File: config.mk
export PLATFORM = sky130hd
export DESIGN_NAME = pc_control_flat
export DESIGN_NICKNAME = d
export VERILOG_FILES = /design/src/rtl/cpu_pkg.sv /design/src/rtl/decode_if.sv /design/src/rtl/pc_control.sv /design/src/flat_wrapper.sv
export SDC_FILE = /design/constraint.sdc
export NUM_CORES = 1
export LEC_CHECK = 0
export BUFFER_PORTS_ARGS = -buffer_cell sky130_fd_sc_hd__buf_4
export CAP_MARGIN = 20
export CORE_MARGIN = 1
export CORE_UTILIZATION = 30
export DETAILED_ROUTE_END_ITERATION = 8
export REMOVE_ABC_BUFFERS = 1
export SLEW_MARGIN = 40
export SYNTH_ARGS = -nofsm -noshare
export SYNTH_HDL_FRONTEND = slang
export SYNTH_SLANG_ARGS = --single-unit
File: constraint.sdc
create_clock -name vclk -period 3.4
set_input_delay 0.68 -clock vclk [all_inputs]
set_output_delay 0.68 -clock vclk [all_outputs]
set_load 0.005 [all_outputs]
File: src/rtl/cpu_pkg.sv
`default_nettype none

package cpu_pkg;

	// ************************************************************************
	// Widths and memory sizes
	// ************************************************************************

	localparam int DATA_W     = 16;
	localparam int REG_ADDR_W = 4;
	localparam int BYTE_W     = 8;
	localparam int IMEM_DEPTH = 256;
	localparam int DMEM_DEPTH = 256;

	// ************************************************************************
	// Instruction set encodings
	// ************************************************************************

	typedef enum logic [3:0] {
		OP_ADD = 4'd0,
		OP_SUB = 4'd1,
		OP_XOR = 4'd2,
		OP_AND = 4'd3,
		OP_SLL = 4'd4,
		OP_SRA = 4'd5,
		OP_ROR = 4'd6,
		OP_OR  = 4'd7,
		OP_LW  = 4'd8,
		OP_SW  = 4'd9,
		OP_LHB = 4'd10,
		OP_LLB = 4'd11,
		OP_B   = 4'd12,
		OP_BR  = 4'd13,
		OP_PCS = 4'd14,
		OP_HLT = 4'd15
	} opcode_e;

	// Branch conditions, bits 11..9 of B and BR
	typedef enum logic [2:0] {
		COND_NE = 3'd0,
		COND_EQ = 3'd1,
		COND_GT = 3'd2,
		COND_LT = 3'd3,
		COND_GE = 3'd4,
		COND_LE = 3'd5,
		COND_OV = 3'd6,
		COND_UN = 3'd7
	} cond_e;

	typedef struct packed {
		logic z;
		logic v;
		logic n;
	} flags_t;

	// Register write-back source
	typedef enum logic [1:0] {
		WB_ALU  = 2'd0,
		WB_MEM  = 2'd1,
		WB_PC   = 2'd2,
		WB_BYTE = 2'd3
	} wb_sel_e;

endpackage

`default_nettype wire

File: src/rtl/decode_if.sv
`timescale 1ns/1ns
`default_nettype none

interface decode_if;

	cpu_pkg::opcode_e                 opcode;
	logic [cpu_pkg::REG_ADDR_W-1:0]   rd_addr;
	logic [cpu_pkg::REG_ADDR_W-1:0]   rs_addr;
	logic [cpu_pkg::REG_ADDR_W-1:0]   rt_addr;
	logic [cpu_pkg::DATA_W-1:0]       imm_ext;
	logic [cpu_pkg::BYTE_W-1:0]       byte_val;
	cpu_pkg::cond_e                   cond;
	logic [cpu_pkg::DATA_W-1:0]       off9_ext;

	// Control
	logic                             reg_we;
	logic                             use_imm;
	logic                             mem_re;
	logic                             mem_we;
	logic                             flag_we;
	cpu_pkg::wb_sel_e                 wb_sel;
	logic                             halt;

	modport dec (
		output opcode, rd_addr, rs_addr, rt_addr,
		output imm_ext, byte_val, cond, off9_ext,
		output reg_we, use_imm, mem_re, mem_we, flag_we, wb_sel, halt
	);

	modport dp (
		input opcode, rd_addr, rs_addr, rt_addr,
		input imm_ext, byte_val, cond, off9_ext,
		input reg_we, use_imm, mem_re, mem_we, flag_we, wb_sel, halt
	);

endinterface

`default_nettype wire

File: src/rtl/pc_control.sv
`timescale 1ns/1ns
`default_nettype none

module pc_control (
	input  logic [cpu_pkg::DATA_W-1:0] pc_i,
	input  logic [cpu_pkg::DATA_W-1:0] rs_val_i,
	input  cpu_pkg::flags_t            flags_i,
	decode_if.dp                       ctrl_i,
	output logic [cpu_pkg::DATA_W-1:0] pc_next_o
);

	logic [cpu_pkg::DATA_W-1:0] pc_plus1;
	logic                       cond_ok;

	assign pc_plus1 = pc_i + 1'b1;

	always_comb begin
		case (ctrl_i.cond)
			cpu_pkg::COND_NE: cond_ok = ~flags_i.z;
			cpu_pkg::COND_EQ: cond_ok = flags_i.z;
			cpu_pkg::COND_GT: cond_ok = ~flags_i.z & ~flags_i.n;
			cpu_pkg::COND_LT: cond_ok = flags_i.n;
			cpu_pkg::COND_GE: cond_ok = ~flags_i.n;
			cpu_pkg::COND_LE: cond_ok = flags_i.z | flags_i.n;
			cpu_pkg::COND_OV: cond_ok = flags_i.v;
			default:          cond_ok = 1'b1;
		endcase
	end

	always_comb begin
		pc_next_o = pc_plus1;
		if (ctrl_i.halt) begin
			pc_next_o = pc_i;
		end else if (cond_ok) begin
			if (ctrl_i.opcode == cpu_pkg::OP_B) begin
				// Relative to the following instruction
				pc_next_o = pc_plus1 + ctrl_i.off9_ext;
			end else if (ctrl_i.opcode == cpu_pkg::OP_BR) begin
				pc_next_o = rs_val_i;
			end
		end
	end

endmodule

`default_nettype wire

File: src/flat_wrapper.sv
// flat-port wrapper written by rule: the top's interface ports become plain ports
module pc_control_flat 
  (pc_i, rs_val_i, flags_i, pc_next_o, ctrl_i_opcode, ctrl_i_rd_addr, ctrl_i_rs_addr, ctrl_i_rt_addr, ctrl_i_imm_ext, ctrl_i_byte_val, ctrl_i_cond, ctrl_i_off9_ext, ctrl_i_reg_we, ctrl_i_use_imm, ctrl_i_mem_re, ctrl_i_mem_we, ctrl_i_flag_we, ctrl_i_wb_sel, ctrl_i_halt);
  decode_if ctrl_i_i ();
  input  logic [cpu_pkg::DATA_W-1:0] pc_i;
  input  logic [cpu_pkg::DATA_W-1:0] rs_val_i;
  input  cpu_pkg::flags_t flags_i;
  output logic [cpu_pkg::DATA_W-1:0] pc_next_o;
  input wire logic [$bits(ctrl_i_i.opcode)-1:0] ctrl_i_opcode;
  input wire logic [$bits(ctrl_i_i.rd_addr)-1:0] ctrl_i_rd_addr;
  input wire logic [$bits(ctrl_i_i.rs_addr)-1:0] ctrl_i_rs_addr;
  input wire logic [$bits(ctrl_i_i.rt_addr)-1:0] ctrl_i_rt_addr;
  input wire logic [$bits(ctrl_i_i.imm_ext)-1:0] ctrl_i_imm_ext;
  input wire logic [$bits(ctrl_i_i.byte_val)-1:0] ctrl_i_byte_val;
  input wire logic [$bits(ctrl_i_i.cond)-1:0] ctrl_i_cond;
  input wire logic [$bits(ctrl_i_i.off9_ext)-1:0] ctrl_i_off9_ext;
  input wire logic [$bits(ctrl_i_i.reg_we)-1:0] ctrl_i_reg_we;
  input wire logic [$bits(ctrl_i_i.use_imm)-1:0] ctrl_i_use_imm;
  input wire logic [$bits(ctrl_i_i.mem_re)-1:0] ctrl_i_mem_re;
  input wire logic [$bits(ctrl_i_i.mem_we)-1:0] ctrl_i_mem_we;
  input wire logic [$bits(ctrl_i_i.flag_we)-1:0] ctrl_i_flag_we;
  input wire logic [$bits(ctrl_i_i.wb_sel)-1:0] ctrl_i_wb_sel;
  input wire logic [$bits(ctrl_i_i.halt)-1:0] ctrl_i_halt;
  assign ctrl_i_i.opcode = ctrl_i_opcode;
  assign ctrl_i_i.rd_addr = ctrl_i_rd_addr;
  assign ctrl_i_i.rs_addr = ctrl_i_rs_addr;
  assign ctrl_i_i.rt_addr = ctrl_i_rt_addr;
  assign ctrl_i_i.imm_ext = ctrl_i_imm_ext;
  assign ctrl_i_i.byte_val = ctrl_i_byte_val;
  assign ctrl_i_i.cond = ctrl_i_cond;
  assign ctrl_i_i.off9_ext = ctrl_i_off9_ext;
  assign ctrl_i_i.reg_we = ctrl_i_reg_we;
  assign ctrl_i_i.use_imm = ctrl_i_use_imm;
  assign ctrl_i_i.mem_re = ctrl_i_mem_re;
  assign ctrl_i_i.mem_we = ctrl_i_mem_we;
  assign ctrl_i_i.flag_we = ctrl_i_flag_we;
  assign ctrl_i_i.wb_sel = ctrl_i_wb_sel;
  assign ctrl_i_i.halt = ctrl_i_halt;
  pc_control u_core (.pc_i(pc_i), .rs_val_i(rs_val_i), .flags_i(flags_i), .ctrl_i(ctrl_i_i), .pc_next_o(pc_next_o));
endmodule
-- Word-level counts from Yosys, hierarchy flattened
Index checks and enable logic that the tools add are counted.
- bits in registers: 0
- input port bits: 102
- output and inout bits: 16
- logic and storage cells: 20
- add/subtract/negate cells: 2
- eq/ne operators: 8
- multiplexer cells: 5
- bitwise gates (word level): 4
- reduce and logical (&&, ||, !) cells: 1
- operators by type and width (cell ; count):
    16-bit two-way mux ; 4
    16-bit by 1-bit adder with 16-bit output, second input constant ; 1
    16-bit adder ; 1
    3-bit == test, second input constant ; 3
    4-bit == test, second input constant ; 2
    1-bit one-hot mux with 7 select lines ; 1
    3-bit by 2-bit == test with 1-bit output, second input constant ; 2
    3-bit by 1-bit == test with 1-bit output, second input constant ; 1
    3-bit logical NOT ; 1
    1-bit inverter ; 2
    1-bit bitwise AND ; 1
    1-bit OR ; 1

-- Longest topological paths before layout
Gate-level depths: netlist of run 1.
- depth after elaboration: 5
- depth in mapped cells: 13
- gate-level depth less buffers: 12

-- Worst setup path after synthesis of run 1
OpenSTA, ideal clock, no wires.
- path type: in2out
- from: input port pc_i[0] (netlist name)
- to: output port pc_next_o[15] (netlist name)
- arrival: 2.935 ns
- required time: 2.720 ns
- path slack: -0.215 ns
- stages on the path: 12
- buffers on the path: 0
- cells stage by stage: ha_1 > nand3_2 > nor2_2 > nand4_1 > xnor2_1 > ha_1 > a21oi_1 > o21ai_0 > a2111oi_0 > a21oi_1 > mux2i_1 > nand3_1
- word-level cells in the longest chain between the ends: 5
- elaborated cells on any way between the ends: 6
- classes of those cells: add/sub: 2; mux: 4
- RTL lines (item ; RTL line ; source):
    start: declaration ; flat_wrapper.sv:5 ; input logic [cpu_pkg::DATA_W-1:0] pc_i;
    16-bit by 1-bit adder with 16-bit output (*) ; pc_control.sv:15 ; assign pc_plus1 = pc_i + 1'b1;
    16-bit adder or 16-bit two-way mux (tied branches) ; pc_control.sv:37, pc_control.sv:38 ;
    16-bit two-way mux ; pc_control.sv:35 ; if (ctrl_i.opcode == cpu_pkg::OP_B) begin
    16-bit two-way mux (*) ; pc_control.sv:34 ; end else if (cond_ok) begin
    16-bit two-way mux (*) ; pc_control.sv:32 ; if (ctrl_i.halt) begin
    end: declaration ; flat_wrapper.sv:8 ; output logic [cpu_pkg::DATA_W-1:0] pc_next_o;
Every way passes the cells marked *; elsewhere a longest branch is shown, timed or not.

-- Worst setup path in the final report of run 1
- from: input port pc_i[4] (netlist name)
- to: output port pc_next_o[14] (netlist name)
Same word-level chain as after synthesis.

==> impl_metrics.py, run 1 <==
metrics = {
    "layout": {
        "multi_input_area_um2": 2540,
        "seq_area_um2": 0,
        "diodes": 0,
        "layout-drive-gt1-share_pct": 60.5,
        "area_growth_pct": 113,
        "final_cell_area_um2": 4190,
        "seq_cells": 0,
        "fillCellCount": 520,
        "fin_nets": 599,
        "nClkBuffers": 0,
    },
    "floorplanning": {
        "coreArea_um2": 6350,
        "die_h_um": 82.9,
        "die-area_um2": 6880,
        "start_util_pct": 31.0,
        "rows": 29,
        "dieWidth_um": 82.9,
        "ios": 118,
    },
    "setup_path": {
        "cpPeakStageDelay_ns": 0.38,
        "critPathRequiredTime_ns": 2.72,
        "crit_type": "in2out",
        "path_cells": "buf_8 -> nand3_4 -> nor4_4 -> a31oi_2 -> or2_4 -> ha_4 -> nand2_2 -> nor2_2 -> a211oi_2 -> buf_4 -> mux2i_4 -> a2111oi_4 -> a21oi_2 -> buf_4",
        "cpMaxStageDelayCell": "nor4_4",
        "critPathMaxFanout": 3,
        "crit_path_end_kind": "primary output",
        "startpoint_type": "primary input",
        "cp.buffers_inverters": 3,
        "critPathTopFamily": "simple AND/OR/NAND/NOR gates",
        "critPathMostFrequentCell": "buf_4",
        "crit_arrival_ns": 3.13,
    },
    "hold_path": {
        "hp-class": "in2out",
        "hold_depth": 4,
        "min_to": "pc_next_o[1]",
        "worstHoldStart": "pc_i[1]",
    },
    "power": {
        "peakVddDrop_uv": 109,
        "internal-power_uw": 368,
        "switching_share_pct": 46.3,
        "p_seq_share_pct": 0,
        "comb_power_share_pct": 100.0,
        "p_sw_uw": 317,
        "clkPwrFrac_pct": 0,
        "p_per_area_nw_per_um2": 163,
        "p_leak_uw": 0.00179,
    },
    "routing": {
        "num_vias": 3082,
        "wirelength_mm": 9.37,
        "drtIter0Drc": 133,
        "drtAntennaViolNets": 0,
        "dr.pass1.iters": 4,
        "viasPerCell": 5.59,
        "wl_per_cell_um": 17.0,
        "drc": 0,
    },
    "sta": {
        "holdWs_ns": 1.67,
        "finalHoldViolations": 0,
        "slew-limit-headroom_pct": 67.9,
        "layout_setup_ws_ns": -0.411,
        "slew_viol_final": 0,
        "period_share_pct": 112,
        "fmax_mhz": 262,
        "fin_crit_ns": 3.81,
        "setup_viol": 12,
        "worst_pin_slew_ns": 0.480,
        "rsz0062_at_grt": "yes",
    },
    "run": {
        "maxCapViolCount": 0,
    },
    "synth": {
        "ys_seq_area_share_pct": 0,
        "synth_cell_types": 60,
        "synth_area_um2": 1970,
        "netlist_instances": 298,
        "synth_warnings": 0,
        "avgSynthCellArea_um2": 6.60,
    },
    "place": {
        "gp_congestion": 0.889,
        "postPlaceCellArea_um2": 3240,
        "portBuffers": 75,
        "dp_hpwl_mm": 6.43,
    },
    "global_route": {
        "grt_max_degree": 31,
        "grt.total_usage_pct": 24.6,
        "gr-total-overflow": 0,
        "grt_pass1_vias": 3012,
        "grt_pass1_wl_mm": 14.0,
        "grt_antenna_before_repair": 0,
    },
    "status": {
        "violations": "setup timing",
        "status": "complete, but fails checks",
    },
}
==> kinds of logic after synthesis <==
kind of cell / after synthesis / share of synthesized area, %
compound gates: 108 / 36.3
fa+ha+maj: 21 / 13.7
simple gates: 117 / 31.6
buf+inv: 23 / 4.71
mux: 8 / 4.20
xor+xnor: 21 / 9.36
==> power groups by stage <==
stage / Clock, uW / Combinational [uW] / Sequential (uW)
2_1_floorplan: 0 / 217 / 0
6_report: 0 / 685 / 0
4_1_cts: 0 / 590 / 0
3_3_place_gp: 0 / 472 / 0
5_1_grt: 0 / 728 / 0
3_5_place_dp: 0 / 480 / 0
==> tightest hold or removal path, stage by stage <==
cell and delay [ns]:
buf_8 0.09, nand2_1 0.04, o21ai_0 0.07, buf_4 0.11
==> layer usage <==
layer	up-vias	share of wire, %	track usage (%)
met5	-	0	0
met4	0	4.4	7.68
met3	29	4.2	1.19
met2	112	51	47.2
met1	1463	40	29.0
li1	1478	-	-
==> repair_timing <==
item	4_1_cts	5_1_grt
hold buffers	0	0
buffers inserted	14	13
gates resized for setup	105	43
pin swaps	56	50
endpoints found under the setup margin	12	12
==> synthesized netlist by cell type (3+ instances only) <==
cell | number | area, um^2
a2111oi_0 | 4 | 35.0
a211oi_1 | 8 | 60.1
a21o_1 | 4 | 30.0
a21oi_1 | 34 | 170
a41oi_1 | 4 | 35.0
and2_1 | 3 | 18.8
and3_1 | 3 | 18.8
buf_2 | 5 | 25.0
clkbuf_1 | 8 | 30.0
ha_1 | 20 | 250
inv_1 | 8 | 30.0
mux2i_1 | 6 | 60.1
nand2_1 | 39 | 146
nand3_1 | 11 | 55.1
nand4_1 | 6 | 37.5
nor2_1 | 21 | 78.8
nor2b_1 | 6 | 37.5
nor3_1 | 5 | 25.0
o211a_1 | 3 | 30.0
o211ai_1 | 5 | 37.5
o21a_1 | 3 | 22.5
o21ai_0 | 19 | 95.1
o22ai_1 | 5 | 31.3
or2_2 | 3 | 18.8
or3_1 | 4 | 25.0
xnor2_1 | 14 | 123
xor2_1 | 7 | 61.3
==> stage by stage <==
stage	TNS [ns]	total power (uW)	util, %	std cells	setup WS [ns]
final	-2.59	685	66.0	551	-0.411
after global routing	-3.91	728	66.0	551	-0.501
after CTS	-2.30	590	60.3	538	-0.316
after detailed placement	-5.69	480	51.1	526	-0.757
after global placement	-5.26	472	51.1	526	-0.656
after floorplan	-0.559	217	-	284	-0.215
==> area by class of cell <==
type                       instances  area share [%]
multi-input combinational        275            60.6
timing repair buffer             190            36.3
tap                               77            2.30
inverter                           9           0.805
==> placed cells by master (no fill, tap or decap), types with 4 or more instances in the layout <==
master,n
buf_4,167
a21oi_4,4
nor2_4,4
inv_1,7
a21o_1,4
nand3_1,9
a21oi_1,21
o21ai_1,4
xnor2_2,10
a21oi_2,9
nand2_1,35
buf_6,20
nor3_1,4
ha_4,11
o22ai_1,5
nor2b_1,5
mux2i_1,4
ha_1,8
o211ai_1,5
nand4_1,6
o21ai_0,10
nor2_1,15
o21ai_4,4
a211oi_2,5
==> how the worst max path moves through the flow <==
stage	slack, ns	depth (start not counted)	start	to
5_1_grt	-0.50	14	pc_i[4]	pc_next_o[14]
2_1_floorplan	-0.22	12	pc_i[0]	pc_next_o[15]
3_5_place_dp	-0.76	14	pc_i[6]	pc_next_o[14]
6_report	-0.41	14	pc_i[4]	pc_next_o[14]
3_3_place_gp	-0.66	14	pc_i[6]	pc_next_o[14]
4_1_cts	-0.32	13	pc_i[1]	pc_next_o[10]
Note: power is estimated with default switching activity, not from simulation.
==> run 2, diff against run 1 <==
--- a/config.mk
+++ b/config.mk
@@ -5,13 +5,15 @@
 export SDC_FILE = /design/constraint.sdc
 export NUM_CORES = 1
 export LEC_CHECK = 0
+export ABC_AREA = 1
 export BUFFER_PORTS_ARGS = -buffer_cell sky130_fd_sc_hd__buf_4
 export CAP_MARGIN = 20
 export CORE_MARGIN = 1
 export CORE_UTILIZATION = 30
 export DETAILED_ROUTE_END_ITERATION = 8
 export REMOVE_ABC_BUFFERS = 1
-export SLEW_MARGIN = 40
+export SKIP_LAST_GASP = 1
+export SLEW_MARGIN = 20
 export SYNTH_ARGS = -nofsm -noshare
 export SYNTH_HDL_FRONTEND = slang
 export SYNTH_SLANG_ARGS = --single-unit
==> impl_metrics.py, run 2 <==
metrics = {
    "status": {
        "status": "complete, but fails checks",
        "violations": "setup timing",
    },
    "global_route": {
        "grt_max_degree": 22,
        "gr-total-overflow": 0,
        "grt_antenna_before_repair": 0,
        "grt_pass1_vias": 2703,
        "grt.total_usage_pct": 20.8,
        "grt_pass1_wl_mm": 12.4,
    },
    "synth": {
        "synthTopCellsByCount": "nand2_1, inv_1, a21oi_1",
        "synth_cell_types": 40,
        "synth_area_um2": 2070,
        "synth_warnings": 0,
        "netlist_instances": 395,
        "yosys.area.top_type": "nand2_1",
        "synth.area.top_cells": "nand2_1, ha_1, inv_1, a21oi_1, nand3_1",
        "netlist.area_leader.share_pct": 24.8,
        "avgSynthCellArea_um2": 5.25,
        "yosysMostFrequentCell": "nand2_1",
        "ys_seq_area_share_pct": 0,
    },
    "setup_path": {
        "startpoint_type": "primary input",
        "cp.buffers_inverters": 3,
        "critPathMostFrequentCell": "nand2_1",
        "cpPeakStageDelay_ns": 0.33,
        "crit_arrival_ns": 2.78,
        "cpMaxStageDelayCell": "ha_1",
        "critPathRequiredTime_ns": 2.72,
        "path_cells": "buf_8 -> nand2_8 -> nor2_4 -> nand2_4 -> buf_12 -> nor2_8 -> nand2_2 -> nand2_2 -> nand2_2 -> ha_1 -> a21oi_1 -> nand2_1 -> a21oi_2 -> nand2_1 -> nand2_1 -> nand3_1 -> nand2_1 -> nand2_1 -> nand2_1 -> buf_4",
        "crit_type": "in2out",
        "worst-path-stages": 20,
        "crit_path_end_kind": "primary output",
        "cp-endpoint": "pc_next_o[14]",
        "critPathMaxFanout": 3,
        "critPathTopFamily": "simple AND/OR/NAND/NOR gates",
        "crit_path_start": "pc_i[4]",
    },
    "sta": {
        "slew-limit-headroom_pct": 74.6,
        "setup_viol": 5,
        "worst_pin_slew_ns": 0.380,
        "fin_crit_ns": 3.46,
        "fmax_mhz": 289,
        "holdWs_ns": 1.65,
        "slew_viol_final": 0,
        "layout_setup_ws_ns": -0.0585,
        "rsz0062_at_grt": "yes",
        "period_share_pct": 102,
        "finalHoldViolations": 0,
    },
    "floorplanning": {
        "die-area_um2": 7250,
        "ios": 118,
        "dieWidth_um": 85.2,
        "rows": 29,
        "start_util_pct": 31.9,
        "die_h_um": 85.2,
        "coreArea_um2": 6490,
    },
    "layout": {
        "utilization_pct": 60.7,
        "diodes": 0,
        "final_cell_mix": "buf_4, nand2_1, inv_1",
        "seq_cells": 0,
        "nClkBuffers": 0,
        "final_common_cell": "buf_4",
        "area_growth_pct": 90.2,
        "fin_nets": 646,
        "seq_area_um2": 0,
        "layout-drive-gt1-share_pct": 51.6,
        "fillCellCount": 592,
    },
    "place": {
        "portBuffers": 75,
        "dp_hpwl_mm": 5.97,
        "gp_congestion": 0.860,
        "place_ws_ns": -0.277,
    },
    "hold_path": {
        "hp-class": "in2out",
    },
    "power": {
        "peakVddDrop_uv": 81.0,
        "p_per_area_nw_per_um2": 152,
        "p_leak_uw": 0.00194,
    },
    "routing": {
        "viasPerCell": 4.85,
        "wirelength_mm": 8.03,
        "dr.pass1.iters": 4,
        "wl_per_cell_um": 13.4,
        "drtIter0Drc": 109,
        "drc": 0,
        "num_vias": 2900,
        "drtAntennaViolNets": 0,
    },
    "run": {
        "maxCapViolCount": 0,
    },
}
-- run 2: cells by family after synthesis --
| kind of cell | count (synthesis) | synth area share, % |
|---|---|---|
| and+or+nand+nor | 227 | 50.7 |
| AOI/OAI and AO/OA | 71 | 18.7 |
| buffers and inverters | 64 | 12.1 |
| adders and majority gates | 21 | 13.0 |
| xor gates and xnor gates | 12 | 5.43 |
-- run 2: cell type report --
type	count	area (um^2)	share of cell area, %
multi-input combinational	331	2510	63.7
timing repair buffer	132	1110	28.2
tap	77	96.3	2.44
inverter	58	225	5.71
-- run 2: worst min-delay path, delay by kind of cell --
kind                   cells  cell delay (ns)
buffers and inverters      2             0.19
AND/OR/NAND/NOR            2             0.10
-- run 2: report_power, final --
group          switching [uW]  internal, uW  total [uW]
Combinational             310           291         601
Clock                       0             0           0
Sequential                  0             0           0
-- run 2: layer usage --
layer / wire length, um / vias up / track usage (%)
met3: 398 / 6 / 1.07
met1: 3600 / 1294 / 28.2
li1: - / 1524 / -
met2: 3960 / 76 / 38.0
met5: 0 / - / 0
met4: 64 / 0 / 0.924
-- run 2: repair_timing --
action                                  CTS  global route
endpoints found under the setup margin   12            13
pin swaps                                39            77
buffers inserted                          7             6
resized for setup                        84            88
hold buffers                              0             0
-- run 2: worst min path at each step --
stage / startpoint / to / cells after the start
2_1_floorplan: pc_i[10] / pc_next_o[10] / 2
3_3_place_gp: pc_i[15] / pc_next_o[15] / 4
3_5_place_dp: pc_i[1] / pc_next_o[1] / 4
4_1_cts: pc_i[1] / pc_next_o[1] / 4
5_1_grt: pc_i[15] / pc_next_o[15] / 4
6_report: pc_i[15] / pc_next_o[15] / 4
-- run 2: per-stage QoR --
stage	area, um^2	total power (uW)	setup TNS, ns	instances
after floorplan	2040	226	0	389
after global placement	3050	427	-1.85	586
after detailed placement	3050	429	-2.06	586
after CTS	3530	502	-0.144	593
after global routing	3950	652	-1.53	598
final	3950	601	-0.153	598
==> run 3, diff against run 2 <==
--- a/config.mk
+++ b/config.mk
@@ -8,9 +8,12 @@
 export ABC_AREA = 1
 export BUFFER_PORTS_ARGS = -buffer_cell sky130_fd_sc_hd__buf_4
 export CAP_MARGIN = 20
+export CELL_PAD_IN_SITES_DETAIL_PLACEMENT = 1
+export CELL_PAD_IN_SITES_GLOBAL_PLACEMENT = 1
 export CORE_MARGIN = 1
-export CORE_UTILIZATION = 30
+export CORE_UTILIZATION = 26
 export DETAILED_ROUTE_END_ITERATION = 8
+export PLACE_DENSITY_LB_ADDON = 0.1
 export REMOVE_ABC_BUFFERS = 1
 export SKIP_LAST_GASP = 1
 export SLEW_MARGIN = 20
==> impl_metrics.py, run 3 (synthesized netlist as in run 2, its figures left out) <==
metrics = {
    "status": {
        "status": "complete, but fails checks",
        "violations": "setup timing",
    },
    "layout": {
        "final_cell_mix": "buf_4, nand2_1, inv_1",
        "nClkBuffers": 0,
        "fin_nets": 671,
        "fillCellCount": 1008,
        "utilization_pct": 52.6,
        "seq_area_um2": 0,
        "stdcell_count": 648,
        "multi_input_area_um2": 2440,
        "area_growth_pct": 96.0,
        "final_common_cell": "buf_4",
        "layout-drive-gt1-share_pct": 52.2,
        "diodes": 0,
        "seq_cells": 0,
    },
    "power": {
        "p_sw_uw": 324,
        "p_leak_uw": 0.00204,
        "peakVddDrop_uv": 54.6,
        "clkPwrFrac_pct": 0,
        "p_per_area_nw_per_um2": 153,
        "switching_share_pct": 52.2,
        "p_seq_share_pct": 0,
        "comb_power_share_pct": 100.0,
        "internal-power_uw": 297,
    },
    "global_route": {
        "grt_pass1_vias": 3348,
        "grt.total_usage_pct": 24.0,
        "grt_antenna_before_repair": 0,
        "grt_max_degree": 22,
        "gr-total-overflow": 0,
        "grt_pass1_wl_mm": 16.2,
    },
    "sta": {
        "setup_viol": 7,
        "fmax_mhz": 280,
        "slew_viol_final": 0,
        "finalHoldViolations": 0,
        "period_share_pct": 105,
        "fin_crit_ns": 3.57,
        "worst_pin_slew_ns": 0.378,
        "slew-limit-headroom_pct": 74.8,
        "rsz0062_at_grt": "yes",
        "fin_setup_tns_ns": -0.683,
        "layout_setup_ws_ns": -0.167,
        "holdWs_ns": 1.65,
    },
    "setup_path": {
        "critPathRequiredTime_ns": 2.72,
        "cp-endpoint": "pc_next_o[12]",
        "crit_path_start": "pc_i[1]",
        "critPathMaxFanout": 3,
        "crit_type": "in2out",
        "startpoint_type": "primary input",
        "critPathTopFamily": "simple AND/OR/NAND/NOR gates",
        "critPathMostFrequentCell": "nand2_1",
        "crit_arrival_ns": 2.89,
        "path_cells": "buf_8 -> buf_6 -> nand3_4 -> nor2_4 -> nand4_1 -> and2_4 -> inv_2 -> ha_4 -> a21o_1 -> a31oi_1 -> nand3_1 -> nand2_1 -> nand2_1 -> o21ai_2 -> nand2_1 -> nand2_1 -> buf_4",
        "cp.buffers_inverters": 4,
        "worst-path-stages": 17,
        "cpPeakStageDelay_ns": 0.22,
        "crit_path_end_kind": "primary output",
        "cpMaxStageDelayCell": "ha_4",
    },
    "floorplanning": {
        "die-area_um2": 8340,
        "ios": 118,
        "dieWidth_um": 91.3,
        "die_h_um": 91.3,
        "rows": 32,
        "coreArea_um2": 7730,
        "start_util_pct": 26.8,
    },
    "run": {
        "maxCapViolCount": 0,
    },
    "routing": {
        "wirelength_mm": 10.4,
        "drtAntennaViolNets": 0,
        "viasPerCell": 4.81,
        "num_vias": 3114,
        "drc": 0,
        "dr.pass1.iters": 4,
        "wl_per_cell_um": 16.0,
        "drtIter0Drc": 91,
    },
    "hold_path": {
        "hp-class": "in2out",
        "worstHoldStart": "pc_i[15]",
    },
    "place": {
        "portBuffers": 75,
        "dp_hpwl_mm": 7.37,
        "gp_congestion": 0.813,
        "placed_cells": 620,
    },
}
==> run 3: cell types whose count changed in the layout (fill, tap and decap cells not counted), sizes merged <==
cell  change
buf      +25
==> run 3: metrics by stage <==
step / area (um^2) / setup slack [ns] / power [uW]
3_3_place_gp: 3150 / -0.295 / 444
2_1_floorplan: 2040 / 0.280 / 226
5_1_grt: 4070 / -0.297 / 674
6_report: 4070 / -0.167 / 622
3_5_place_dp: 3150 / -0.356 / 454
4_1_cts: 3800 / -0.132 / 551
==> run 3: how the worst min path moves through the flow <==
stage	endpoint	slack, ns	cells past startpoint
6_report	pc_next_o[15]	1.65	4
5_1_grt	pc_next_o[5]	1.68	4
4_1_cts	pc_next_o[5]	1.66	4
3_5_place_dp	pc_next_o[5]	1.66	4
3_3_place_gp	pc_next_o[15]	1.66	4
2_1_floorplan	pc_next_o[10]	1.45	2
==> run 3: repair_timing <==
item | in CTS | in global routing
setup buffers | 23 | 5
setup endpoints to repair | 13 | 13
resized for setup | 100 | 54
pin swaps | 41 | 50
hold endpoints to repair | 0 | 0
hold buffers | 0 | 0
==> run 3: worst min-delay path, cell delays in order <==
cell     delay [ns]
buf_4          0.10
nand2_1        0.05
nand2_1        0.05
buf_4          0.10
==> run 3: layer usage <==
| layer | vias up | part of all wire, % | track usage (%) |
|---|---|---|---|
| met2 | 65 | 54 | 47.3 |
| met3 | 9 | 2.0 | 0.754 |
| met5 | - | 0 | 0 |
| li1 | 1566 | - | - |
| met4 | 0 | 0.99 | 1.72 |
| met1 | 1474 | 43 | 29.7 |
==> run 3: cell type report <==
type               count  area share (%)
multi-input cells    331            60.0
repair buffers       157            31.4
well taps            102            3.14
inverters             58            5.48
==> run 3: power by group through the flow <==
stage	Combinational [uW]	Clock [uW]	Sequential [uW]
2_1_floorplan	226	0	0
4_1_cts	551	0	0
5_1_grt	674	0	0
3_3_place_gp	444	0	0
3_5_place_dp	454	0	0
6_report	622	0	0
